--- src/hdl/dual_issue_pkg.sv ---
`default_nettype none

package dual_issue_pkg;

    // ------------------------------
    // Widths
    // ------------------------------
    parameter int DATA_W     = 32;
    parameter int INSTR_W    = 32;
    parameter int REG_ADDR_W = 5;   // 32 registers
    parameter int OPCODE_W   = 6;
    parameter int FUNCT_W    = 6;
    parameter int IMM_W      = 16;

    // ------------------------------
    // Opcode and funct codes
    // ------------------------------
    parameter logic [OPCODE_W-1:0] OPC_RTYPE = 6'd0;
    parameter logic [OPCODE_W-1:0] OPC_ADDI  = 6'd8;

    parameter logic [FUNCT_W-1:0] FUNCT_ADD = 6'h20;
    parameter logic [FUNCT_W-1:0] FUNCT_SUB = 6'h22;
    parameter logic [FUNCT_W-1:0] FUNCT_AND = 6'h24;
    parameter logic [FUNCT_W-1:0] FUNCT_OR  = 6'h25;
    parameter logic [FUNCT_W-1:0] FUNCT_XOR = 6'h26;
    parameter logic [FUNCT_W-1:0] FUNCT_SLT = 6'h2a;

    typedef enum logic [2:0] {
        ALU_ADD,
        ALU_SUB,
        ALU_AND,
        ALU_OR,
        ALU_XOR,
        ALU_SLT
    } alu_op_e;

    typedef struct packed {
        logic                  reg_write;
        alu_op_e               alu_op;
        logic                  alu_src;     // Immediate as operand b
        logic [REG_ADDR_W-1:0] rs;
        logic [REG_ADDR_W-1:0] rt;
        logic [REG_ADDR_W-1:0] dst;         // rd or rt, already chosen
        logic [DATA_W-1:0]     imm;         // Sign-extended
    } decoded_instr_t;

    typedef struct packed {
        decoded_instr_t first;
        decoded_instr_t second;
        logic           split;              // Second reads first's result
    } issue_pair_t;

endpackage

`default_nettype wire

--- src/hdl/pair_decoder.sv ---
`timescale 1ns/1ps
`default_nettype none

module pair_decoder (
    input  wire logic                               d_clk,
    input  wire logic                               d_rst,
    input  wire logic                               i_valid,
    input  wire logic [dual_issue_pkg::INSTR_W-1:0] i_instr_1,
    input  wire logic [dual_issue_pkg::INSTR_W-1:0] i_instr_2,
    input  wire logic                               i_hold,
    output logic                                    o_push,
    output dual_issue_pkg::issue_pair_t             o_pair
);
    import dual_issue_pkg::*;

    function automatic decoded_instr_t decode(input logic [INSTR_W-1:0] instr);
        decoded_instr_t       d;
        logic [OPCODE_W-1:0]  opcode;
        logic [FUNCT_W-1:0]   funct;
        opcode      = instr[INSTR_W-1 -: OPCODE_W];
        funct       = instr[FUNCT_W-1:0];
        d.rs        = instr[25:21];
        d.rt        = instr[20:16];
        d.dst       = instr[15:11];
        d.imm       = {{(DATA_W-IMM_W){instr[IMM_W-1]}}, instr[IMM_W-1:0]};
        d.alu_src   = 1'b0;
        d.alu_op    = ALU_ADD;
        d.reg_write = 1'b1;
        if (opcode == OPC_ADDI) begin
            d.alu_src = 1'b1;
            d.dst     = instr[20:16];       // I-type writes rt
        end else if (opcode == OPC_RTYPE) begin
            case (funct)
                FUNCT_ADD: d.alu_op = ALU_ADD;
                FUNCT_SUB: d.alu_op = ALU_SUB;
                FUNCT_AND: d.alu_op = ALU_AND;
                FUNCT_OR:  d.alu_op = ALU_OR;
                FUNCT_XOR: d.alu_op = ALU_XOR;
                FUNCT_SLT: d.alu_op = ALU_SLT;
                default:   d.reg_write = 1'b0;
            endcase
        end else begin
            d.reg_write = 1'b0;             // Unsupported opcode
        end
        return d;
    endfunction

    decoded_instr_t dec_1;
    decoded_instr_t dec_2;
    logic           dep;
    logic           accept;

    assign dec_1  = decode(i_instr_1);
    assign dec_2  = decode(i_instr_2);
    assign accept = i_valid && !i_hold;

    // Second reads the register first writes
    assign dep = dec_1.reg_write && (dec_1.dst != '0) &&
                 ((dec_2.rs == dec_1.dst) ||
                  (!dec_2.alu_src && (dec_2.rt == dec_1.dst)));

    always_ff @(posedge d_clk or negedge d_rst) begin
        if (!d_rst) begin
            o_push <= 1'b0;
        end else begin
            o_push <= accept;
        end
    end

    always_ff @(posedge d_clk) begin
        if (accept) begin
            o_pair.first  <= dec_1;
            o_pair.second <= dec_2;
            o_pair.split  <= dep;
        end
    end

endmodule

`default_nettype wire

--- config.mk ---
export PLATFORM = sky130hd
export DESIGN_NAME = pair_decoder
export DESIGN_NICKNAME = d
export VERILOG_FILES = /design/src/hdl/dual_issue_pkg.sv /design/src/hdl/pair_decoder.sv
export SDC_FILE = /design/constraint.sdc
export NUM_CORES = 1
export LEC_CHECK = 0
export BUFFER_PORTS_ARGS = -buffer_cell sky130_fd_sc_hd__buf_2
export CORE_MARGIN = 8
export CORE_UTILIZATION = 44
export DETAILED_ROUTE_END_ITERATION = 10
export HOLD_SLACK_MARGIN = 0.1
export PLACE_DENSITY = 0.8
export SYNTH_ARGS = -nofsm -noshare
export SYNTH_HDL_FRONTEND = slang
export SYNTH_SLANG_ARGS = --single-unit
--- constraint.sdc ---
create_clock -name d_clk -period 1 [get_ports d_clk]
set_clock_uncertainty 0.05 [all_clocks]
set_input_delay 0 -clock d_clk [delete_from_list [all_inputs] [get_ports d_clk]]
set_output_delay 0 -clock d_clk [all_outputs]
set_load 0.01 [all_outputs]
==> impl_summary.txt <==
----------------------------------------------------
[Clocking]
  CTS Sinks ... 74
  Total number of H-tree levels ... 3
  Clock root buffer master ... sky130_fd_sc_hd__clkbuf_8
  Clock tree from TritonCTS ... done
  Number of buffers created by CTS ... 9
  Reg clk slew, reported paths ... 0.08 ns
  Number of buffers on the longest clock path ... 2

[Finish]
  Number of filler instances in the final layout ... 428
  Post-layout nets ... 512
  Share of cells above drive strength 1 ... 0.595
  Non-Filler Instances ... 530
  Syn-to-layout area delta ... 67.9%

[Drt]
  Overall routed net length ... 9910 um
  Drt first-iter violations ... 89
  Detailed-route via count ... 2,621
  Drt via density ... 4.95
  Average wire per standard cell ... 18.7 um
  Drt first pass iters ... 4
  Post-DRT Antenna Nets ... 0
  Drt drc ... 0

[Job]
  Max-cap violations ... 0

[Place]
  Final weighted congestion in routability-driven placement ... 0.948
  Buffers on Ports ... 173
  Placed cell count ... 449
  Placed wire-length estimate after detailed placement ... 6730 um

[Critical path]
  Largest fanout on the critical path ... 4
  Critical path class ... in -> reg
  Startpoint Class ... input pin
  Sort of element at the end of the critical path ... register
  Arrival time at the worst endpoint ... 1.33 ns
  Required @ worst endpoint ... 1.03 ns

[Timing]
  Slew headroom ... 0.787
  Worst setup slack after layout ... -0.308 ns
  Max Clk Rate ... 765 MHz
  Slew at the pin with the worst max-slew slack ... 0.316 ns
  Final worst-path cycle share ... 1.31
  Endpoints failing hold ... 0
  Max-slew violations ... 0
  Final worst path period need ... 1.31 ns
  Final Setup Violations ... 47
  Setup repair after global routing missed its margin ... yes
  WHS ... 0.00433 ns

[Synth]
  Post-synth top area share ... 0.717
  Post-Synthesis Mean Instance Area ... 15.8 um^2
  Warning count from the yosys run ... 0
  Top area cells in the synthesized netlist ... sky130_fd_sc_hd__edfxtp_1 (72%), sky130_fd_sc_hd__buf_4 (7.9%), sky130_fd_sc_hd__mux2_2 (2.6%), sky130_fd_sc_hd__xor2_1 (1.7%), sky130_fd_sc_hd__xnor2_1 (1.4%)
  Synth cell types ... 32
  Cell type with the highest aggregate area in the netlist ... sky130_fd_sc_hd__edfxtp_1
  Total of flip-flops plus latches after synthesis ... 74
  Syn Std Cell Area ... 3060 um^2
  Share of synthesized area occupied by flip-flops and latches ... 0.725
  Synthesized netlist net count ... 261
  Cells after synthesis ... 193

[Die]
  Placeable core area ... 6760 um^2
  # IOs ... 174
  Die area ... 9870 um^2
  Height of the die ... 99.4 um
  Starting density of the core ... 0.452
  Die Width ... 99.4 um
  Number of placement rows ... 30

[Global route]
  Busiest layer in global routing ... met2
  Global routing usage on met1 ... 0.175
  Maximum number of pins on one net before global-route repair ... 33
  Met2 usage in global routing ... 0.374
  Antenna violations before repair ... 1
  Wire length of the first global-routing pass ... 14,500 um
  Total global routing overflow ... 0
  Gr usage total ... 0.192
  Vias in the first global route ... 2,810
  Met3 track demand over resource in global routing ... 0.0622

[Status]
  Result of the run ... finished, violations left
  Violated checks ... negative setup slack

[Power]
  Cell area power density ... 1370 nW/um^2
  Maximum ir drop on the vdd rail ... 848 uV
  LEAKAGE ... 0.00223 uW

[Hold path]
  Worst min-delay path class ... in -> reg

----------------------------------------------------
==> per-stage QoR <==
step / instance area (um^2) / util / setup TNS [ns] / power (uW) / setup WS [ns]
2_1_floorplan: 3100 / - / -46.40 / 4220 / -0.595
4_1_cts: 5000 / 0.740 / -5.10 / 6980 / -0.266
3_3_place_gp: 4130 / 0.611 / -5.54 / 4710 / -0.512
5_1_grt: 5130 / 0.759 / -6.59 / 7270 / -0.348
6_report: 5130 / 0.759 / -4.84 / 7010 / -0.308
3_5_place_dp: 4130 / 0.611 / -6.14 / 4750 / -0.610
==> cell usage in the layout, fill, tap and decap left out, types with 2 or more instances in the layout <==
master	count
sky130_fd_sc_hd__a21oi_1	5
sky130_fd_sc_hd__nor2b_1	2
sky130_fd_sc_hd__dlygate4sd3_1	53
sky130_fd_sc_hd__nor2_2	2
sky130_fd_sc_hd__clkinvlp_4	2
sky130_fd_sc_hd__nor3_1	2
sky130_fd_sc_hd__inv_1	10
sky130_fd_sc_hd__nand2b_1	3
sky130_fd_sc_hd__buf_6	9
sky130_fd_sc_hd__buf_12	5
sky130_fd_sc_hd__nor3_2	2
sky130_fd_sc_hd__nor2_1	5
sky130_fd_sc_hd__nor3b_2	2
sky130_fd_sc_hd__edfxtp_1	73
sky130_fd_sc_hd__clkinv_4	2
sky130_fd_sc_hd__buf_4	34
sky130_fd_sc_hd__o221ai_2	2
sky130_fd_sc_hd__buf_2	168
sky130_fd_sc_hd__nand4_1	2
sky130_fd_sc_hd__nand2_1	2
sky130_fd_sc_hd__clkbuf_8	9
sky130_fd_sc_hd__xnor2_2	4
sky130_fd_sc_hd__xor2_1	6
sky130_fd_sc_hd__dlymetal6s4s_1	3
sky130_fd_sc_hd__o22ai_1	2
sky130_fd_sc_hd__mux2i_4	2
sky130_fd_sc_hd__nand3_4	2
sky130_fd_sc_hd__mux2_2	6
sky130_fd_sc_hd__o21ai_0	3
sky130_fd_sc_hd__clkinv_2	2
sky130_fd_sc_hd__o21ai_1	2
sky130_fd_sc_hd__a221o_1	3
==> cell usage after synthesis (all sizes together) <==
library cell	count
nand3	2
o221ai	2
nor4	3
a22oi	1
clkinv	1
nand2b	4
inv	11
buf	32
o22ai	2
a221oi	1
nand4	2
a21oi	5
xor2	6
nand2	3
xnor2	5
a211o	1
or4	2
edfxtp	73
o21ai	5
nor4b	1
nor3	5
dfrtp	1
a221o	3
nor2	8
mux2i	2
nor3b	2
nor2b	3
mux2	7
==> per-layer routing <==
metal	vias up	share of wire
met5	-	0
met4	0	0.035
met3	29	0.077
met2	133	0.56
met1	1263	0.33
li1	1196	-
==> kinds of logic after synthesis <==
logic type / count (synthesis) / share of synthesized area
DFF: 74 / 0.725
muxes: 9 / 0.0323
and+or+nand+nor: 35 / 0.0708
AOI/OAI and AO/OA: 20 / 0.0463
xor gates and xnor gates: 11 / 0.0315
buffers and inverters: 44 / 0.0937
==> final timing paths <==
| path | from | depth (start not counted) | slack (ns) | end |
|---|---|---|---|---|
| max in group asynchronous | d_rst | 3 | 0.38 | o_push$_DFF_PN0_ |
| min in group asynchronous | d_rst | 3 | 0.42 | o_push$_DFF_PN0_ |
| worst max-delay path | i_instr_1[16] | 6 | -0.31 | o_pair[0]$_DFFE_PP_ |
| worst min-delay path | i_instr_2[29] | 3 | 0.004 | o_pair[48]$_DFFE_PP_ |
==> state kept, by name, summed over array words and instances (netlist names) <==
signal,cells
o_pair,73
o_push,1
==> critical path, cell delays in order <==
cell and delay, ns:
sky130_fd_sc_hd__buf_2 0.14, sky130_fd_sc_hd__dlygate4sd3_1 0.60, sky130_fd_sc_hd__inv_1 0.06, sky130_fd_sc_hd__a221o_1 0.33
sky130_fd_sc_hd__nand4_1 0.12, sky130_fd_sc_hd__a221oi_2 0.07
==> final cells by class <==
type	count	area (um^2)	share of cell area
Inverter	12	50.0	0.00975
Antenna cell	1	2.50	0.000488
Clock buffer	10	128	0.0249
Tap cell	80	100	0.0195
Clock inverter	6	42.5	0.00829
Timing Repair Buffer	272	1870	0.364
Sequential cell	74	2220	0.432
Multi-Input combinational cell	75	726	0.141
==> timing repair <==
item | 4_1_cts | 5_1_grt
gates resized for setup | 17 | 18
pin swaps | 8 | 13
endpoints found under the hold margin | 69 | 11
setup endpoints to repair | 42 | 50
buffers inserted | 6 | 2
hold buffers | 54 | 5
==> power breakdown <==
part	total, uW	internal (uW)	switching (uW)
combinational	1300	666	638
clock	2030	906	1130
sequential	3670	3620	50.7
total	7010	5190	1810
Note: power is estimated with default switching activity, not from simulation.
