$ cat src/hdl/dual_issue_pkg.sv
`default_nettype none

package dual_issue_pkg;

    // ------------------------------
    // Widths
    // ------------------------------
    parameter int DATA_W     = 32;
    parameter int INSTR_W    = 32;
    parameter int REG_ADDR_W = 5;   // 32 registers
    parameter int OPCODE_W   = 6;
    parameter int FUNCT_W    = 6;
    parameter int IMM_W      = 16;

    // ------------------------------
    // Opcode and funct codes
    // ------------------------------
    parameter logic [OPCODE_W-1:0] OPC_RTYPE = 6'd0;
    parameter logic [OPCODE_W-1:0] OPC_ADDI  = 6'd8;

    parameter logic [FUNCT_W-1:0] FUNCT_ADD = 6'h20;
    parameter logic [FUNCT_W-1:0] FUNCT_SUB = 6'h22;
    parameter logic [FUNCT_W-1:0] FUNCT_AND = 6'h24;
    parameter logic [FUNCT_W-1:0] FUNCT_OR  = 6'h25;
    parameter logic [FUNCT_W-1:0] FUNCT_XOR = 6'h26;
    parameter logic [FUNCT_W-1:0] FUNCT_SLT = 6'h2a;

    typedef enum logic [2:0] {
        ALU_ADD,
        ALU_SUB,
        ALU_AND,
        ALU_OR,
        ALU_XOR,
        ALU_SLT
    } alu_op_e;

    typedef struct packed {
        logic                  reg_write;
        alu_op_e               alu_op;
        logic                  alu_src;     // Immediate as operand b
        logic [REG_ADDR_W-1:0] rs;
        logic [REG_ADDR_W-1:0] rt;
        logic [REG_ADDR_W-1:0] dst;         // rd or rt, already chosen
        logic [DATA_W-1:0]     imm;         // Sign-extended
    } decoded_instr_t;

    typedef struct packed {
        decoded_instr_t first;
        decoded_instr_t second;
        logic           split;              // Second reads first's result
    } issue_pair_t;

endpackage

`default_nettype wire

$ cat src/hdl/alu_lanes.sv
`timescale 1ns/1ps
`default_nettype none

module alu_lanes (
    input  wire logic                                  d_clk,
    input  wire logic                                  d_rst,
    input  wire logic                                  i_valid,
    input  wire dual_issue_pkg::issue_pair_t           i_pair,
    output logic                                       o_pop,
    output logic                                       o_wb_valid_1,
    output logic                                       o_wb_valid_2,
    output logic [dual_issue_pkg::REG_ADDR_W-1:0]      o_wb_addr_1,
    output logic [dual_issue_pkg::REG_ADDR_W-1:0]      o_wb_addr_2,
    output logic [dual_issue_pkg::DATA_W-1:0]          o_wb_data_1,
    output logic [dual_issue_pkg::DATA_W-1:0]          o_wb_data_2
);
    import dual_issue_pkg::*;

    function automatic logic [DATA_W-1:0] alu(input alu_op_e op,
                                              input logic [DATA_W-1:0] a,
                                              input logic [DATA_W-1:0] b);
        logic [DATA_W-1:0] r;
        case (op)
            ALU_SUB: r = a - b;
            ALU_AND: r = a & b;
            ALU_OR:  r = a | b;
            ALU_XOR: r = a ^ b;
            ALU_SLT: r = DATA_W'($signed(a) < $signed(b));
            default: r = a + b;
        endcase
        return r;
    endfunction

    logic [DATA_W-1:0] rf [2**REG_ADDR_W];     // rf[0] is never written

    decoded_instr_t    replay_q;
    logic              pending_q;
    logic              start_split;

    decoded_instr_t    lane_1;
    decoded_instr_t    lane_2;
    logic              act_1;
    logic              act_2;
    logic [DATA_W-1:0] res_1;
    logic [DATA_W-1:0] res_2;
    logic              we_1;
    logic              we_2;

    // ------------------------------
    // Issue select
    // ------------------------------
    always_comb begin
        lane_1 = i_pair.first;
        lane_2 = i_pair.second;
        act_1  = 1'b0;
        act_2  = 1'b0;
        o_pop  = 1'b0;
        if (pending_q) begin
            lane_1 = replay_q;                  // Replayed second, lane 2 idle
            act_1  = 1'b1;
        end else if (i_valid) begin
            act_1  = 1'b1;
            act_2  = !i_pair.split;
            o_pop  = 1'b1;
        end
    end

    assign start_split = !pending_q && i_valid && i_pair.split;

    assign res_1 = alu(lane_1.alu_op, rf[lane_1.rs],
                       lane_1.alu_src ? lane_1.imm : rf[lane_1.rt]);
    assign res_2 = alu(lane_2.alu_op, rf[lane_2.rs],
                       lane_2.alu_src ? lane_2.imm : rf[lane_2.rt]);

    assign we_1 = act_1 && lane_1.reg_write && (lane_1.dst != '0);
    assign we_2 = act_2 && lane_2.reg_write && (lane_2.dst != '0);

    // ------------------------------
    // Register file and writeback
    // ------------------------------
    always_ff @(posedge d_clk or negedge d_rst) begin
        if (!d_rst) begin
            for (int i = 0; i < 2**REG_ADDR_W; i++) begin
                rf[i] <= '0;
            end
            o_wb_valid_1 <= 1'b0;
            o_wb_valid_2 <= 1'b0;
            pending_q    <= 1'b0;
        end else begin
            if (we_1) rf[lane_1.dst] <= res_1;
            if (we_2) rf[lane_2.dst] <= res_2;  // Lane 2 wins on same dst
            o_wb_valid_1 <= we_1;
            o_wb_valid_2 <= we_2;
            pending_q    <= start_split;
        end
    end

    always_ff @(posedge d_clk) begin
        o_wb_addr_1 <= lane_1.dst;
        o_wb_addr_2 <= lane_2.dst;
        o_wb_data_1 <= res_1;
        o_wb_data_2 <= res_2;
        if (start_split) replay_q <= i_pair.second;
    end

endmodule

`default_nettype wire

$ cat config.mk
export PLATFORM = sky130hd
export DESIGN_NAME = alu_lanes
export DESIGN_NICKNAME = d
export VERILOG_FILES = /design/src/hdl/dual_issue_pkg.sv /design/src/hdl/alu_lanes.sv
export SDC_FILE = /design/constraint.sdc
export NUM_CORES = 2
export LEC_CHECK = 0
export BUFFER_PORTS_ARGS = -buffer_cell sky130_fd_sc_hd__buf_4
export CORE_ASPECT_RATIO = 1.1
export CORE_MARGIN = 4
export CORE_UTILIZATION = 40
export CTS_CLUSTER_DIAMETER = 30
export CTS_CLUSTER_SIZE = 14
export DETAILED_ROUTE_END_ITERATION = 6
export MAX_ROUTING_LAYER = met4
export PLACE_DENSITY = 0.62
export SETUP_SLACK_MARGIN = 0.15
export SLEW_MARGIN = 10
export SYNTH_ARGS = -nofsm -noshare
export SYNTH_HDL_FRONTEND = slang
export SYNTH_SLANG_ARGS = --single-unit
$ cat constraint.sdc
create_clock -name d_clk -period 13.25 [get_ports d_clk]
set_input_delay 0 -clock d_clk [delete_from_list [all_inputs] [get_ports d_clk]]
set_output_delay 0 -clock d_clk [all_outputs]
set_load 0.005 [all_outputs]
==> impl_metrics.py <==
metrics = {
    "timing": {
        "fin_crit_ns": 10.53,
        "grt_setup_unrepaired": "false",
        "fmax_mhz": 95.0,
        "min_period_over_period_pct": 79.5,
        "setup-tns-final_ns": 0,
        "hold_violations": 1,
        "finalClockSkew_ns": 0.0977,
        "finalWorstSetupSlack_ns": 2.72,
        "tightest_slew_ns": 1.55,
        "slew_headroom_pct": -3.68,
        "drv_slew": 2,
        "setup-violations-final": 0,
        "holdWs_ns": -0.00246,
    },
    "logic_synthesis": {
        "synth_edf_count": 52,
        "postSynthCellCount": 9382,
        "synth-seq-cells": 1153,
        "syn-num-nets": 9686,
        "synth_largest_area_cell": "mux4_2",
        "synth_top_cell_area_share_pct": 28.0,
        "synth.avg_cell_area_sq_um": 9.88,
        "ys_async_sr_fraction_pct": 89.1,
        "yosysWarningCount": 0,
        "seq_area_frac_synth_pct": 31.0,
        "synth_cell_type_count": 86,
        "synth_area_leaders": "mux4_2 (28%), dfrtp_1 (28%), nand2_1 (4.2%)",
        "syn-cell-area_sq_um": 92700,
        "synthFlopType": "dfrtp_1",
    },
    "pwr": {
        "ir_drop_mv": 0.163,
        "p_total_uw": 24700,
        "leakagePower_uw": 0.0437,
        "power_density_nw_per_um2": 224,
    },
    "global_route": {
        "grt_first_pass_wirelength_microns": 701000,
        "grt_start_max_net_pins": 172,
        "grt_pass1_vias": 89100,
        "grt-ovfl-total": 0,
        "antenna_found_initial": 44,
        "grt.total_usage_pct": 42.7,
    },
    "die": {
        "ios": 185,
        "start_util_pct": 40.2,
        "num_rows": 185,
        "die_h_microns": 513,
        "core-area_sq_um": 231000,
        "dieArea_sq_um": 240000,
        "dieWidth_microns": 467,
    },
    "setup_path": {
        "crit_fanout": 62,
        "arrival_ns": 11.35,
        "worst_setup_path_start_kind": "flop",
        "crit_type": "reg2reg",
        "end_kind": "flop",
        "max_stage_delay_ns": 0.94,
        "cp_slowest_cell": "a311oi_1",
        "path_cells": "buf_4 > mux2i_4 > buf_12 > buf_4 > mux4_2 > nand2_1 > and3_1 > a311oi_1 > a31oi_1 > a21oi_1 > ha_1 > a221oi_1 > a21o_1 > o21ai_1 > o21ai_0 > a31oi_1 > o31ai_1 > a32o_1 > clkinv_1 > nand2_1 > o211ai_1",
        "worstPathRequired_ns": 14.07,
    },
    "detailed_routing": {
        "vias": 94200,
        "drc": 10,
        "drt_iter0_drc": 17100,
        "first_pass_iters": 7,
        "wl_per_cell_microns": 40.4,
        "antenna_left": 0,
        "vias_per_cell": 7.48,
        "drt-total-wl_microns": 509000,
    },
    "status": {
        "outcome": "finished, violations left",
        "failed_checks": "design-rule violations, negative hold slack, max-capacitance violations, max-slew violations",
    },
    "place": {
        "io_buffers": 184,
        "gp_congestion": 1.07,
        "dpl.hpwl_microns": 317000,
        "preCtsSetupSlack_ns": 3.48,
        "dp.cells": 11900,
    },
    "final_layout": {
        "num-nets-final": 9519,
        "stdcell_count": 12600,
        "layout-drive-gt1-share_pct": 26.2,
        "utilization_pct": 47.6,
        "area_growth_pct": 18.6,
    },
    "cts": {
        "clkSinkCount": 1153,
        "cts-root-buf": "clkbuf_16",
        "clockBufferDepth": 4,
        "cts_tree": "yes",
        "cts_buffers": 321,
        "ctsResizeCount": 0,
        "htree_levels": 5,
        "cts_hold_buf": 98,
        "insertion_delay_ns": 0.99,
        "clkTransAtPathRegs_ns": 0.04,
        "cts_setup_buffers": 0,
    },
    "flow_run": {
        "cap_violations": 1,
    },
    "worst_hold_path": {
        "hold_class": "in2reg",
    },
}
-- cell usage after synthesis, types with 54 or more instances --
cell type	count
nand2b_1	67
o21a_1	85
mux2_2	72
o22ai_1	413
a31oi_1	198
buf_1	168
a211oi_1	220
nor2b_1	54
ha_1	192
o211ai_1	171
dfxtp_1	74
and3_1	65
clkbuf_1	849
inv_1	253
nor2_1	912
mux4_2	1152
a221o_1	56
nand3_1	159
o21ai_0	767
nand2_1	1046
mux2i_1	99
nor3_1	77
dfrtp_1	1027
a21oi_1	538
and2_1	75
-- metrics by stage --
step | area [sq um] | hold WS, ns
final | 110000 | -0.00246
after global routing | 110000 | 0.0193
after detailed placement | 97700 | 0.132
after global placement | 97600 | 0.129
after CTS | 110000 | 0.00114
after floorplan | 92700 | -0.296
-- worst paths after layout --
check	slack, ns	depth (start not counted)	from	endpoint
max	2.72	21	pending_q	rf[416]
min	-0.002	2	i_pair[43]	replay_q[42]
max reg2reg	2.72	21	pending_q	rf[416]
min reg2reg	0.43	0	rf[998]	rf[998]
max in group asynchronous	10.30	6	d_rst	rf[348]
min in group asynchronous	0.50	4	d_rst	rf[1000]
-- kinds of logic (layout without fill, tap and decap cells) --
kind of cell | after synthesis | count (layout) | share of synthesized area [%]
and+or+nand+nor | 2533 | 2533 | 11.5
buffers and inverters | 1323 | 1404 | 5.44
DFF | 1153 | 1153 | 31.0
other | 0 | 55 | 0
adders and majority gates | 196 | 196 | 2.68
xor gates and xnor gates | 17 | 17 | 0.161
muxes | 1323 | 1323 | 29.9
AOI/OAI and AO/OA | 2837 | 2837 | 19.2
-- registers in the layout, indices dropped and copies added, names as in the netlist --
| signal | flops |
|---|---|
| o_wb_addr_2 | 5 |
| rf | 1024 |
| o_wb_valid_2 | 1 |
| replay_q | 52 |
| o_wb_valid_1 | 1 |
| o_wb_data_2 | 32 |
| o_wb_data_1 | 32 |
| pending_q | 1 |
| o_wb_addr_1 | 5 |
-- area by class of cell --
type,count,area [sq um]
Clock inverter,158,2060
Clock buffer,413,9020
Fill cell,20700,121000
Timing Repair Buffer,575,4930
Antenna cell,55,138
Inverter,258,968
Multi-Input combinational cell,6906,60200
Tap cell,3085,3860
Sequential cell,1153,28700
-- metal layers --
layer | global-route usage, % | routed length (microns) | vias to the layer above
li1 | - | - | 35700
met1 | 46.6 | 160000 | 46000
met2 | 56.8 | 205000 | 9641
met3 | 20.5 | 83800 | 2900
met4 | 38.2 | 60200 | 0
met5 | - | 0 | -
-- cell usage in the layout, fill, tap and decap left out, drive strengths merged, types with 159 or more instances in the layout --
master  count
nand2    1046
o211ai    171
nor2      912
mux4     1152
a31oi     199
clkbuf    413
inv       270
o22ai     413
a21oi     538
ha        192
o21ai     786
nand3     159
buf       478
a211oi    222
dfrtp    1027
-- where the power goes --
group / switching (uW) / total (uW) / internal (uW)
logic: 6180 / 10400 / 4180
clock network: 2480 / 8020 / 5540
registers: 1550 / 6280 / 4730
total: 10200 / 24700 / 14500
-- critical path, delay by kind of cell (launching register included) --
kind	cells	cell delay [ns]
AOI/OAI and AO/OA	11	5.27
buffers and inverters	4	2.60
DFF	1	0.80
muxes	2	0.69
and+or+nand+nor	3	0.49
adders and majority gates	1	0.39
Power figures use the tool's default switching activity.
