===== config.mk =====
export PLATFORM = sky130hd
export DESIGN_NAME = issue_queue
export DESIGN_NICKNAME = d
export VERILOG_FILES = /design/src/hdl/dual_issue_pkg.sv /design/src/hdl/issue_queue.sv
export SDC_FILE = /design/constraint.sdc
export NUM_CORES = 1
export LEC_CHECK = 0
export ABC_AREA = 1
export BUFFER_PORTS_ARGS = -buffer_cell sky130_fd_sc_hd__buf_4
export CORE_MARGIN = 5
export CORE_UTILIZATION = 50
export DETAILED_ROUTE_END_ITERATION = 10
export GPL_ROUTABILITY_DRIVEN = 0
export PLACE_DENSITY = 0.79
export SETUP_SLACK_MARGIN = 0.4
export SLEW_MARGIN = 15
export SYNTH_ARGS = -nofsm -noshare
export SYNTH_HDL_FRONTEND = slang
export SYNTH_SLANG_ARGS = --single-unit

===== constraint.sdc =====
create_clock -name d_clk -period 3.9 [get_ports d_clk]
set_clock_uncertainty 0.05 [all_clocks]
set_input_delay 0.39 -clock d_clk [delete_from_list [all_inputs] [get_ports d_clk]]
set_output_delay 0.39 -clock d_clk [all_outputs]
set_load 0.02 [all_outputs]

===== src/hdl/dual_issue_pkg.sv =====
`default_nettype none

package dual_issue_pkg;

    // ------------------------------
    // Widths
    // ------------------------------
    parameter int DATA_W     = 32;
    parameter int INSTR_W    = 32;
    parameter int REG_ADDR_W = 5;   // 32 registers
    parameter int OPCODE_W   = 6;
    parameter int FUNCT_W    = 6;
    parameter int IMM_W      = 16;

    // ------------------------------
    // Opcode and funct codes
    // ------------------------------
    parameter logic [OPCODE_W-1:0] OPC_RTYPE = 6'd0;
    parameter logic [OPCODE_W-1:0] OPC_ADDI  = 6'd8;

    parameter logic [FUNCT_W-1:0] FUNCT_ADD = 6'h20;
    parameter logic [FUNCT_W-1:0] FUNCT_SUB = 6'h22;
    parameter logic [FUNCT_W-1:0] FUNCT_AND = 6'h24;
    parameter logic [FUNCT_W-1:0] FUNCT_OR  = 6'h25;
    parameter logic [FUNCT_W-1:0] FUNCT_XOR = 6'h26;
    parameter logic [FUNCT_W-1:0] FUNCT_SLT = 6'h2a;

    typedef enum logic [2:0] {
        ALU_ADD,
        ALU_SUB,
        ALU_AND,
        ALU_OR,
        ALU_XOR,
        ALU_SLT
    } alu_op_e;

    typedef struct packed {
        logic                  reg_write;
        alu_op_e               alu_op;
        logic                  alu_src;     // Immediate as operand b
        logic [REG_ADDR_W-1:0] rs;
        logic [REG_ADDR_W-1:0] rt;
        logic [REG_ADDR_W-1:0] dst;         // rd or rt, already chosen
        logic [DATA_W-1:0]     imm;         // Sign-extended
    } decoded_instr_t;

    typedef struct packed {
        decoded_instr_t first;
        decoded_instr_t second;
        logic           split;              // Second reads first's result
    } issue_pair_t;

endpackage

`default_nettype wire


===== src/hdl/issue_queue.sv =====
`timescale 1ns/1ps
`default_nettype none

module issue_queue #(
    parameter int QUEUE_DEPTH = 4
) (
    input  wire logic                         d_clk,
    input  wire logic                         d_rst,
    input  wire logic                         i_push,
    input  wire dual_issue_pkg::issue_pair_t  i_pair,
    input  wire logic                         i_pop,
    output dual_issue_pkg::issue_pair_t       o_pair,
    output logic                              o_valid,
    output logic                              o_full
);
    import dual_issue_pkg::*;

    localparam int PTR_W = (QUEUE_DEPTH > 1) ? $clog2(QUEUE_DEPTH) : 1;
    localparam int CNT_W = $clog2(QUEUE_DEPTH + 1);

    function automatic logic [PTR_W-1:0] next_ptr(input logic [PTR_W-1:0] p);
        return (p == PTR_W'(QUEUE_DEPTH - 1)) ? '0 : p + 1'b1;
    endfunction

    issue_pair_t       mem [QUEUE_DEPTH];
    logic [PTR_W-1:0]  wr_ptr;
    logic [PTR_W-1:0]  rd_ptr;
    logic [CNT_W-1:0]  count;
    logic              do_pop;

    assign do_pop  = i_pop && o_valid;
    assign o_valid = (count != '0);
    assign o_pair  = mem[rd_ptr];
    // One slot kept for the pair still in the decoder register
    assign o_full  = (count >= CNT_W'(QUEUE_DEPTH - 1));

    always_ff @(posedge d_clk or negedge d_rst) begin
        if (!d_rst) begin
            wr_ptr <= '0;
            rd_ptr <= '0;
            count  <= '0;
        end else begin
            if (i_push) wr_ptr <= next_ptr(wr_ptr);
            if (do_pop) rd_ptr <= next_ptr(rd_ptr);
            count <= count + CNT_W'(i_push) - CNT_W'(do_pop);
        end
    end

    always_ff @(posedge d_clk) begin
        if (i_push) mem[wr_ptr] <= i_pair;
    end

endmodule

`default_nettype wire


==> results of run 1 <==
-- registers in the layout (all words and copies together) (netlist names) --
signal / cells
count: 3
mem: 420
wr_ptr: 2
rd_ptr: 2
-- per-stage QoR --
step	area (µm²)	power, mW	std cells	hold slack (ns)	util (%)
4_1_cts	21400	15.9	2070	0.00320	62.3
2_1_floorplan	17200	10.1	1276	0.0444	-
5_1_grt	21400	16.7	2071	0.00914	62.3
6_report	21400	15.8	2071	0.0396	62.3
3_3_place_gp	19000	11.8	1891	0.158	55.4
3_5_place_dp	19000	12.0	1891	0.160	55.4
-- cell usage in the layout, fill, tap and decap left out, drive strengths merged --
cell type and instances:
edfxtp 420, nand2 328, buf 230, inv 223, o211ai 210, dlygate4sd3 103
clkbuf 55, clkinv 17, ha 8, dfrtp 7, nor2 3, o21ai 3
nand3 2, clkinvlp 2, bufinv 2, diode 1, xor2 1, fa 1
-- layer usage --
| layer | vias to the layer above | GRT usage (%) |
|---|---|---|
| met5 | - | 0 |
| met4 | 2 | 6.41 |
| met3 | 67 | 3.57 |
| met2 | 339 | 32.7 |
| met1 | 5023 | 23.6 |
| li1 | 5053 | - |
-- layout make-up --
| type | count | area (µm²) | area share, % |
|---|---|---|---|
| flip-flops and latches | 427 | 12800 | 59.9 |
| multi-input cells | 556 | 2970 | 13.9 |
| repair buffers | 333 | 2850 | 13.3 |
| clock buffers | 55 | 1190 | 5.58 |
| inverters | 223 | 850 | 3.97 |
| well taps | 455 | 569 | 2.66 |
| clock inverters | 21 | 148 | 0.691 |
| diodes | 1 | 2.50 | 0.0117 |
-- cells in the mapped netlist --
library cell	number	area, µm²
ha_1	8	100
dfrtp_1	7	175
nor2_1	3	11.3
edfxtp_1	420	12600
buf_2	13	65.1
nand3_1	2	10.0
fa_1	1	20.0
o21ai_0	3	15.0
o211ai_1	210	1580
inv_2	1	3.75
buf_4	9	67.6
xor2_1	1	8.76
inv_1	222	833
clkbuf_1	6	22.5
nand2_1	328	1230
buf_6	42	473
-- report_power, final --
group / internal (mW) / switching [mW] / total [mW]
Combinational: 2.04 / 3.77 / 5.82
Clock: 2.28 / 1.59 / 3.87
Sequential: 5.89 / 0.250 / 6.14
Total: 10.2 / 5.61 / 15.8
-- how the worst max path moves through the flow --
stage	startpoint	to	cells after the start
CTS	rd_ptr[0]$_DFFE_PN0P_	o_pair[34]	5
finish	rd_ptr[0]$_DFFE_PN0P_	o_pair[82]	5
detailed placement	rd_ptr[0]$_DFFE_PN0P_	o_pair[35]	5
global route	rd_ptr[0]$_DFFE_PN0P_	o_pair[82]	5
global placement	rd_ptr[0]$_DFFE_PN0P_	o_pair[10]	5
floorplan	wr_ptr[0]$_DFFE_PN0P_	mem[0][0]$_DFFE_PP_	4
-- repair_timing --
item,in CTS,in global routing
setup endpoints to repair,0,0
hold buffers,103,0
endpoints found under the hold margin,413,0
-- worst register-to-register path, cell delays in order, from the launching register on --
cell	delay, ns
dfrtp_1	0.41
inv_1	0.11
ha_1	0.16
nand2_1	0.08
inv_4	0.29
buf_4	0.59
-- cells by family (layout without fill, tap and decap cells) --
logic type,Yosys count,after routing
and+or+nand+nor,333,333
buffers and inverters,293,632
other,0,1
xor gates and xnor gates,1,1
AOI/OAI and AO/OA,213,213
adders and majority gates,9,9
DFF,427,427
==> key figures, run 1 <==
Die
  – I/O pin count: ~220
  – Die X: 196 µm
  – Row cnt: 68
  – Initial Util: 50.2%
  – Die area: 38,300 µm²
  – Core region area: around 34,000 µm²
  – Chip Height: 196 µm

STA
  – Setup violators final: 0
  – RSZ-0062 raised after global routing: false
  – Measured slew at the worst slew-check pin: 0.810 ns
  – Crit path time final: 2.88 ns
  – Final hold vios: 0
  – Slew headroom: 46.0%
  – Setup total negative slack: 0 ns
  – Final worst path period share: 73.8%
  – Maximum clock rate: 347 MHz
  – Max Slew Vio Count: 0
  – Final setup margin: 1.02 ns

Yosys
  – Compound-cell area share of the yosys netlist: under 10%
  – Syn Nets: approximately 1,400
  – Syn Inst Count: about 1,300
  – Synth cell types: 16
  – Post-Synth XOR/XNOR Area: less than 1%
  – Post-Synth Adder-Cell Area: 0.697%
  – Mux contribution to synthesized area: 0%
  – Register bit total from synthesis: 427
  – Simple-gate portion of the synthesized area: 7.27%
  – Sequential element share of the synthesized area: 74.2%
  – Avg Cell Area, Syn: between 10 and 15 µm²
  – Post-Syn Area: 17,200 µm²
  – Synth warnings: 0
  – Largest family of logic cells by synthesized area: compound AO/OA/AOI/OAI gates

Setup path
  – Reg2Reg Setup Slack: ~1.8 ns
  – CP max FO: 49
  – Worst Path Buf+Inv: 2
  – Setup crit start kind: flip-flop
  – Worst path arrival time: between 2 and 2.5 ns
  – R2R Path End: mem[2][78]$_DFFE_PP_
  – CP peak stage delay: just under 0.8 ns
  – FF-to-FF path depth: 5
  – RR Startpoint: wr_ptr[0]$_DFFE_PN0P_
  – Worst EP required: between 3 and 4 ns
  – CP Class: reg2out
  – CP Cell Sequence: buf_4, nand2_1, o211ai_1, nand2_1, buf_4
  – CP Capture Type: output port
  – Family with the most delay on the worst path: flip-flops
  – CP max stage cell: dfrtp_4

CTS
  – CTS resizes: 0
  – CTS tree: built
  – Worst-skew pair later-pin latency: approximately 0.53 ns
  – Root Buffer: clkbuf_16
  – CTS max path bufs: 3
  – Cts bufs inserted: between 40 and 50
  – H-tree Lvls: 2
  – Post-CTS setup buffer count: 0
  – Clock slew at reported path FFs: 0.06 ns
  – Sink Count: 427

Global route
  – Largest net degree at the start of global routing: approximately 130
  – First-pass GRT wire length: 57,100 µm
  – GRT Residual Overflow: 0
  – Initial antenna violation count: 2
  – Vias in the first global route: 10,905
  – GRT Overall Usage: between 10% and 20%

Placed design
  – Pre-CTS setup slack: between 1.5 and 2 ns
  – Detail Placement HPWL: 20,500 µm
  – IO Port Bufs: 215

Detailed routing
  – DRT Wirelength: around 36,000 µm
  – Max Used Layer: met5
  – Drt first pass iters: 5
  – Met2 Wirelength: 18,800 µm
  – Remaining DRCs: 0
  – Met3 wire length: 2110 µm
  – Antenna Nets Post-Route: 0
  – Met1 wire length: 14,500 µm
  – Vias/cell: just over 5
  – WL/cell: 17.5 µm
  – DRT iter0 DRCs: 612
  – DR vias: 10,484

Pwr
  – Pwr/cell area: 740 nW/µm²
  – VDD IR max: 0.000801 V
  – Leakage power: 8.46 nW

Run status
  – Outcome: finished clean

Finish
  – Filler Cell Count: 2,403
  – Area Growth Syn to Fin: 24.1%
  – Layout cells sized above 1: 18.3%
  – Number of nets in the layout: 1,701

Job
  – Number of max-cap violations: 0

Min path
  – Worst Hold Depth: 1
  – Hold Path Class: in2reg
  – Worst Min Path Start: i_pair[46]
  – Hold Path Sink: mem[1][46]$_DFFE_PP_
(Power assumes the default switching activity.)
==> run 2: changes to the inputs <==
--- a/config.mk
+++ b/config.mk
@@ -11,7 +11,7 @@
 export CORE_UTILIZATION = 50
 export DETAILED_ROUTE_END_ITERATION = 10
 export GPL_ROUTABILITY_DRIVEN = 0
-export PLACE_DENSITY = 0.79
+export PLACE_DENSITY = 0.82
 export SETUP_SLACK_MARGIN = 0.4
 export SLEW_MARGIN = 15
 export SYNTH_ARGS = -nofsm -noshare
==> constraint.sdc (replaced) <==
create_clock -name d_clk -period 2.31 [get_ports d_clk]
set_clock_uncertainty 0.05 [all_clocks]
set_input_delay 0.231 -clock d_clk [delete_from_list [all_inputs] [get_ports d_clk]]
set_output_delay 0.231 -clock d_clk [all_outputs]
set_load 0.02 [all_outputs]
==> run 2 against run 1 <==
  * The flow now finishes with violations (setup timing)
  * Largest cell class unchanged
  * Highest routed layer is now met4
  * Largest power group is now combinational cells
  * Cell count increased by 4.0%
  * Utilization up 6.2 points
  * Wire length grew 36%
  * Clock-buffer cell count up 7
  * Sequential power rose by 68%
  * Combinational power grew to 2.6 times the previous value
  * Flip-flop and latch count did not move
  * Die area stayed put
==> key figures, run 2 (synthesis gave the netlist of run 1 again) <==
Run status
  – Outcome: finished with violations (was finished clean)
  – Failing checks: setup timing

STA
  – Measured slew at the worst slew-check pin: 0.527 ns (was 0.810 ns)
  – Setup total negative slack: -0.0586 ns (was 0 ns)
  – Final worst path period share: 101%
  – Final setup margin: -0.0292 ns (was 1.02 ns)
  – Maximum clock rate: 427 MHz
  – Crit path time final: 2.34 ns
  – WHS: 0.403 ns (was 0.0396 ns)
  – Setup violators final: 3 (was 0)
  – Max Slew Vio Count: 0 (unchanged)
  – Final hold vios: 0 (unchanged)
  – Slew headroom: 64.9% (was 46.0%)
  – RSZ-0062 raised after global routing: true (was false)

Finish
  – Post-route cell area: 23,500 µm² (was 21,400 µm²)
  – Footprint of the multi-input gates: 3050 µm² (was 2970 µm²)
  – Reg area: 12,800 µm² (unchanged)
  – Most common cell after layout, fill and taps aside: edfxtp_1 (unchanged)
  – Layout cells sized above 1: 23.1% (was 18.3%)
  – Max FFs per register: 420 (unchanged)
  – Non-filler cells, final: 2,154 (was 2,071)
  – Number of nets in the layout: 1,782 (was 1,701)
  – Final Util: 68.5% (was 62.3%)
  – Largest regs: mem x420, count x3 (unchanged)
  – Largest Register: mem (unchanged)
  – Filler Cell Count: 2,100 (was 2,403)
  – Area Growth Syn to Fin: 36.4% (was 24.1%)
  – Most frequent cells in the layout: edfxtp_1 (420), nand2_1 (317), inv_1 (213), o211ai_1 (210), buf_4 (172) (was edfxtp_1 (420), nand2_1 (328), buf_4 (223), inv_1 (218), o211ai_1 (210))

CTS
  – Clock slew at reported path FFs: 0.06 ns (about the same)
  – Cts bufs inserted: 43 (was 42)
  – Root Buffer: clkbuf_16 (unchanged)
  – CTS tree: built (unchanged)
  – H-tree Lvls: 2 (unchanged)
  – Sink Count: 427 (unchanged)
  – CTS max path bufs: 3 (unchanged)
  – Worst-skew pair later-pin latency: 0.52 ns (was 0.53 ns)

Setup path
  – CP max FO: 12 (was 49)
  – FF-to-FF path depth: 9 (was 5)
  – CP Capture Type: output port (unchanged)
  – Worst EP required: 2.03 ns (was 3.46 ns)
  – Worst path arrival time: 2.06 ns (was 2.44 ns)
  – R2R Path End: count[2]$_DFF_PN0_ (was mem[2][78]$_DFFE_PP_)
  – Setup crit start kind: flip-flop (unchanged)
  – CP Class: reg2out (unchanged)
  – Reg2Reg Setup Slack: 0.38 ns (was 1.81 ns)
  – RR Startpoint: count[1]$_DFF_PN0_ (was wr_ptr[0]$_DFFE_PN0P_)

Die
  – Row cnt: 68 (unchanged)
  – Core region area: 34,300 µm² (unchanged)
  – Initial Util: 50.2% (unchanged)
  – Die X: 196 µm (unchanged)
  – Chip Height: 196 µm (unchanged)
  – I/O pin count: 216 (unchanged)
  – Die area: 38,300 µm² (unchanged)

Global route
  – GRT Residual Overflow: 0 (unchanged)
  – Vias in the first global route: 12,204 (was 10,905)
  – GRT Overall Usage: 23.5% (was 18.7%)
  – Largest net degree at the start of global routing: 78 (was 129)
  – First-pass GRT wire length: 69,100 µm (was 57,100 µm)
  – Initial antenna violation count: 0 (was 2)

Placed design
  – IO Port Bufs: 215 (unchanged)
  – DP Area: 19,200 µm² (was 19,000 µm²)
  – Placed cell count: 1,897 (was 1,891)
  – Pre-CTS setup slack: 0.403 ns (was 1.67 ns)
  – Detail Placement HPWL: 19,600 µm (was 20,500 µm)

Detailed routing
  – DRT iter0 DRCs: 845 (was 612)
  – Vias/cell: 5.53 (was 5.06)
  – WL/cell: 22.9 µm (was 17.5 µm)
  – Drt first pass iters: 5 (unchanged)
  – DRT Wirelength: 49,400 µm (was 36,300 µm)
  – Remaining DRCs: 0 (unchanged)
  – Antenna Nets Post-Route: 0 (unchanged)
  – DR vias: 11,910 (was 10,484)

Pwr
  – Switching power total: 11.6 mW (was 5.61 mW)
  – Sw Ratio: 36.0% (was 35.5%)
  – Reg power frac: 31.9% (was 38.8%)
  – Int Pwr: 20.7 mW (was 10.2 mW)
  – Leakage power: 9.37 nW (was 8.46 nW)
  – VDD IR max: 0.00109 V (was 0.000801 V)
  – Combinational share of power: 47.1% (was 36.8%)
  – Clk pwr share: 20.9% (was 24.4%)
  – Total power: 32.3 mW (was 15.8 mW)
  – Pwr/cell area: 1370 nW/µm² (was 740 nW/µm²)

Min path
  – Worst Hold Depth: 2 (was 1)
  – Hold Path Class: in2reg (unchanged)
  – Hold Path Sink: mem[1][69]$_DFFE_PP_ (was mem[1][46]$_DFFE_PP_)
  – Worst Min Path Start: i_pair[69] (was i_pair[46])

Job
  – Number of max-cap violations: 0 (unchanged)
run 2: changes by cell type in the layout (fill, tap and decap cells not counted), sizes merged, moves of 3 or more:
cell         before  now
buf             230  284
clkbuf           55   77
dlygate4sd3     103  109
bufbuf            0    4
clkinv           17   14
inv             223  220
run 2: layer usage:
layer | GRT usage [%] | routed length (µm) | part of all wire, %
met2 | 42.0 | 25300 | 51
met3 | 3.86 | 3690 | 7.5
met4 | 8.95 | 2020 | 4.1
met5 | 0 | 0 | 0
met1 | 28.8 | 18400 | 37
run 2: worst max path at each step:
stage	to	depth (start not counted)	from	slack (ns)
6_report	o_pair[46]	6	rd_ptr[0]$_DFFE_PN0P_	-0.03
5_1_grt	o_pair[62]	6	rd_ptr[0]$_DFFE_PN0P_	-0.07
4_1_cts	o_pair[52]	6	rd_ptr[0]$_DFFE_PN0P_	0.04
3_5_place_dp	count[2]$_DFF_PN0_	9	count[1]$_DFF_PN0_	0.40
3_3_place_gp	count[2]$_DFF_PN0_	9	count[1]$_DFF_PN0_	0.43
2_1_floorplan	mem[2][0]$_DFFE_PP_	4	wr_ptr[0]$_DFFE_PN0P_	-0.35
run 2: power by group through the flow:
| stage | clock network [mW] | registers [mW] | logic [mW] |
|---|---|---|---|
| 3_3_place_gp | 0 | 10.4 | 9.86 |
| 6_report | 6.76 | 10.3 | 15.2 |
| 5_1_grt | 7.20 | 10.4 | 15.9 |
| 2_1_floorplan | 0 | 10.4 | 6.73 |
| 3_5_place_dp | 0 | 10.4 | 10.1 |
| 4_1_cts | 6.80 | 10.3 | 13.5 |
run 2: final cells by class:
| cell class | instances | share of cell area, % |
|---|---|---|
| Antenna cell | 1 | 0.0106 |
| Clock buffer | 62 | 5.15 |
| Clock inverter | 17 | 0.655 |
| Inverter | 223 | 3.69 |
| Multi-Input combinational cell | 556 | 13.0 |
| Sequential cell | 427 | 54.4 |
| Tap cell | 455 | 2.42 |
| Timing Repair Buffer | 412 | 20.6 |
| Timing Repair inverter | 1 | 0.0373 |
run 2: critical path, cell delays in order, from the launching register on:
cell and delay, ns:
dfrtp_4 0.50, buf_6 0.16, clkbuf_16 0.18, clkbuf_16 0.18
o211ai_1 0.22, nand2_1 0.12, buf_4 0.17
run 2: what timing repair did:
item	in CTS	in global routing
resized for setup	83	44
gates cloned	28	18
hold endpoints to repair	431	0
pin swaps	92	124
endpoints found under the setup margin	106	108
setup buffers	18	4
hold buffers	109	0
==> run 3: changes to the inputs <==
--- a/config.mk
+++ b/config.mk
@@ -12,6 +12,7 @@
 export DETAILED_ROUTE_END_ITERATION = 10
 export GPL_ROUTABILITY_DRIVEN = 0
 export PLACE_DENSITY = 0.82
+export RECOVER_POWER = 25
 export SETUP_SLACK_MARGIN = 0.4
 export SLEW_MARGIN = 15
 export SYNTH_ARGS = -nofsm -noshare
==> run 3 against run 2 <==
  * The run still ends with setup timing left
  * Cell count unchanged
  * Sequential share of layout area increased by 0.53 points
  * Power shrank 0.18%
  * Via count shrank 0.59%
  * Flip-flop and latch count unchanged
  * Largest cell class unchanged
  * Wire length barely moved
  * Die area unchanged
  * First-iteration DRC count increased by 12%
  * Worst setup slack better by 0.0028 ns
==> key figures, run 3 (synthesis gave the netlist of run 1 again) <==
Run status
  – Outcome: finished with violations (unchanged)
  – Failing checks: setup timing (unchanged)

Setup path
  – Reg2Reg Setup Slack: 0.38 ns (about the same)
  – Critical path startpoint: rd_ptr[0]$_DFFE_PN0P_ (unchanged)
  – Setup crit start kind: flip-flop (unchanged)
  – Worst path arrival time: 2.06 ns (about the same)
  – FF-to-FF path depth: 9 (unchanged)
  – CP Class: reg2out (unchanged)
  – CP max FO: 12 (unchanged)
  – Crit path to: o_pair[46] (unchanged)
  – RR Startpoint: count[1]$_DFF_PN0_ (unchanged)
  – CP Capture Type: output port (unchanged)
  – Worst EP required: 2.03 ns (about the same)
  – R2R Path End: count[2]$_DFF_PN0_ (unchanged)

Pwr
  – Leakage power: 9.15 nW (was 9.37 nW)
  – Pwr/cell area: 1380 nW/µm² (was 1370 nW/µm²)
  – Total power: 32.2 mW (was 32.3 mW)
  – VDD IR max: 0.00109 V (about the same)

Finish
  – Filler Cell Count: 2,184 (was 2,100)
  – Largest Register: mem (unchanged)
  – Footprint of the multi-input gates: 3050 µm² (unchanged)
  – Post-route cell area: 23,300 µm² (was 23,500 µm²)
  – Layout cells sized above 1: 19.6% (was 23.1%)
  – Most frequent cells in the layout: edfxtp_1 (420), nand2_1 (317), inv_1 (213), o211ai_1 (210), buf_4 (112) (was edfxtp_1 (420), nand2_1 (317), inv_1 (213), o211ai_1 (210), buf_4 (172))
  – Max FFs per register: 420 (unchanged)
  – Number of nets in the layout: 1,782 (unchanged)
  – Reg area: 12,800 µm² (unchanged)
  – Largest regs: mem x420, count x3 (unchanged)
  – Area Growth Syn to Fin: 35.1% (was 36.4%)
  – Most common cell after layout, fill and taps aside: edfxtp_1 (unchanged)

Global route
  – First-pass GRT wire length: 69,100 µm (unchanged)
  – GRT Residual Overflow: 0 (unchanged)
  – GRT Overall Usage: 23.5% (unchanged)
  – Vias in the first global route: 12,204 (unchanged)
  – Largest net degree at the start of global routing: 78 (unchanged)
  – Initial antenna violation count: 0 (unchanged)

STA
  – RSZ-0062 raised after global routing: true (unchanged)
  – Slew headroom: 65.0% (was 64.9%)
  – WHS: 0.411 ns (was 0.403 ns)
  – Setup total negative slack: -0.0511 ns (was -0.0586 ns)
  – Measured slew at the worst slew-check pin: 0.526 ns (was 0.527 ns)
  – Final setup margin: -0.0264 ns (was -0.0292 ns)
  – Max Slew Vio Count: 0 (unchanged)
  – Final hold vios: 0 (unchanged)
  – Maximum clock rate: 428 MHz (was 427 MHz)
  – Final worst path period share: 101% (about the same)
  – Setup violators final: 3 (unchanged)
  – Crit path time final: 2.34 ns (about the same)

CTS
  – Root Buffer: clkbuf_16 (unchanged)
  – Cts bufs inserted: 43 (unchanged)
  – CTS max path bufs: 3 (unchanged)
  – H-tree Lvls: 2 (unchanged)
  – Sink Count: 427 (unchanged)
  – CTS tree: built (unchanged)
  – Worst-skew pair later-pin latency: 0.52 ns (about the same)
  – Clock slew at reported path FFs: 0.06 ns (about the same)

Die
  – Initial Util: 50.2% (unchanged)
  – Row cnt: 68 (unchanged)
  – Chip Height: 196 µm (unchanged)
  – Die X: 196 µm (unchanged)
  – Core region area: 34,300 µm² (unchanged)
  – I/O pin count: 216 (unchanged)
  – Die area: 38,300 µm² (unchanged)

Placed design
  – Detail Placement HPWL: 19,600 µm (unchanged)
  – DP Area: 19,200 µm² (unchanged)
  – IO Port Bufs: 215 (unchanged)
  – Pre-CTS setup slack: 0.403 ns (unchanged)

Min path
  – Hold Path Class: in2reg (unchanged)

Detailed routing
  – Remaining DRCs: 0 (unchanged)
  – Drt first pass iters: 5 (unchanged)
  – WL/cell: 22.9 µm (about the same)
  – Vias/cell: 5.50 (was 5.53)
  – DRT Wirelength: 49,400 µm (about the same)
  – DR vias: 11,840 (was 11,910)
  – Antenna Nets Post-Route: 0 (unchanged)
  – DRT iter0 DRCs: 947 (was 845)

Job
  – Number of max-cap violations: 0 (unchanged)
## run 3: worst max-delay path, cell delays in order, from the launching register on
cell,delay (ns)
dfrtp_4,0.50
buf_6,0.16
clkbuf_16,0.18
clkbuf_16,0.18
o211ai_1,0.21
nand2_1,0.11
buf_4,0.17
## run 3: area by class of cell
class | count | area share [%]
Antenna cell | 1 | 0.0108
Clock buffer | 62 | 5.20
Clock inverter | 17 | 0.661
Inverter | 223 | 3.73
Multi-Input combinational cell | 556 | 13.1
Sequential cell | 427 | 55.0
Tap cell | 455 | 2.45
Timing Repair Buffer | 412 | 19.8
Timing Repair inverter | 1 | 0.0376
## run 3: how the worst min path moves through the flow
stage                          start  slack, ns                   end  cells after the start
after detailed placement       d_rst      0.007    count[0]$_DFF_PN0_                      1
after floorplan                d_rst      -0.11    count[0]$_DFF_PN0_                      0
after global routing      i_pair[11]       0.43  mem[2][11]$_DFFE_PP_                      2
after CTS                  i_pair[5]       0.37   mem[3][5]$_DFFE_PP_                      2
final                     i_pair[11]       0.41  mem[2][11]$_DFFE_PP_                      2
after global placement         d_rst     -0.004    count[2]$_DFF_PN0_                      1
## run 3: per-stage QoR
step | instances | utilization [%]
3_3_place_gp | 1897 | 56.0
2_1_floorplan | 1276 | -
3_5_place_dp | 1897 | 56.0
6_report | 2154 | 67.9
4_1_cts | 2131 | 66.7
5_1_grt | 2153 | 67.9
## run 3: power by group
group,total (mW),internal [mW],switching [mW]
clock network,6.77,3.97,2.79
logic,15.2,6.69,8.46
registers,10.3,9.94,0.360
## run 3: repair_timing
action                                  4_1_cts  5_1_grt
gates cloned                                 28       18
endpoints found under the setup margin      106      108
pin swaps                                    92      124
endpoints found under the hold margin       431        0
hold buffers                                109        0
resized for setup                            83       44
buffers inserted                             18        4
## run 3: routing by layer
layer / up-vias / GRT usage [%] / routed length [µm]
met3: 134 / 3.86 / 3610
met4: 0 / 8.95 / 1800
met2: 605 / 42.0 / 25600
met1: 5840 / 28.8 / 18500
met5: - / 0 / 0
li1: 5261 / - / -
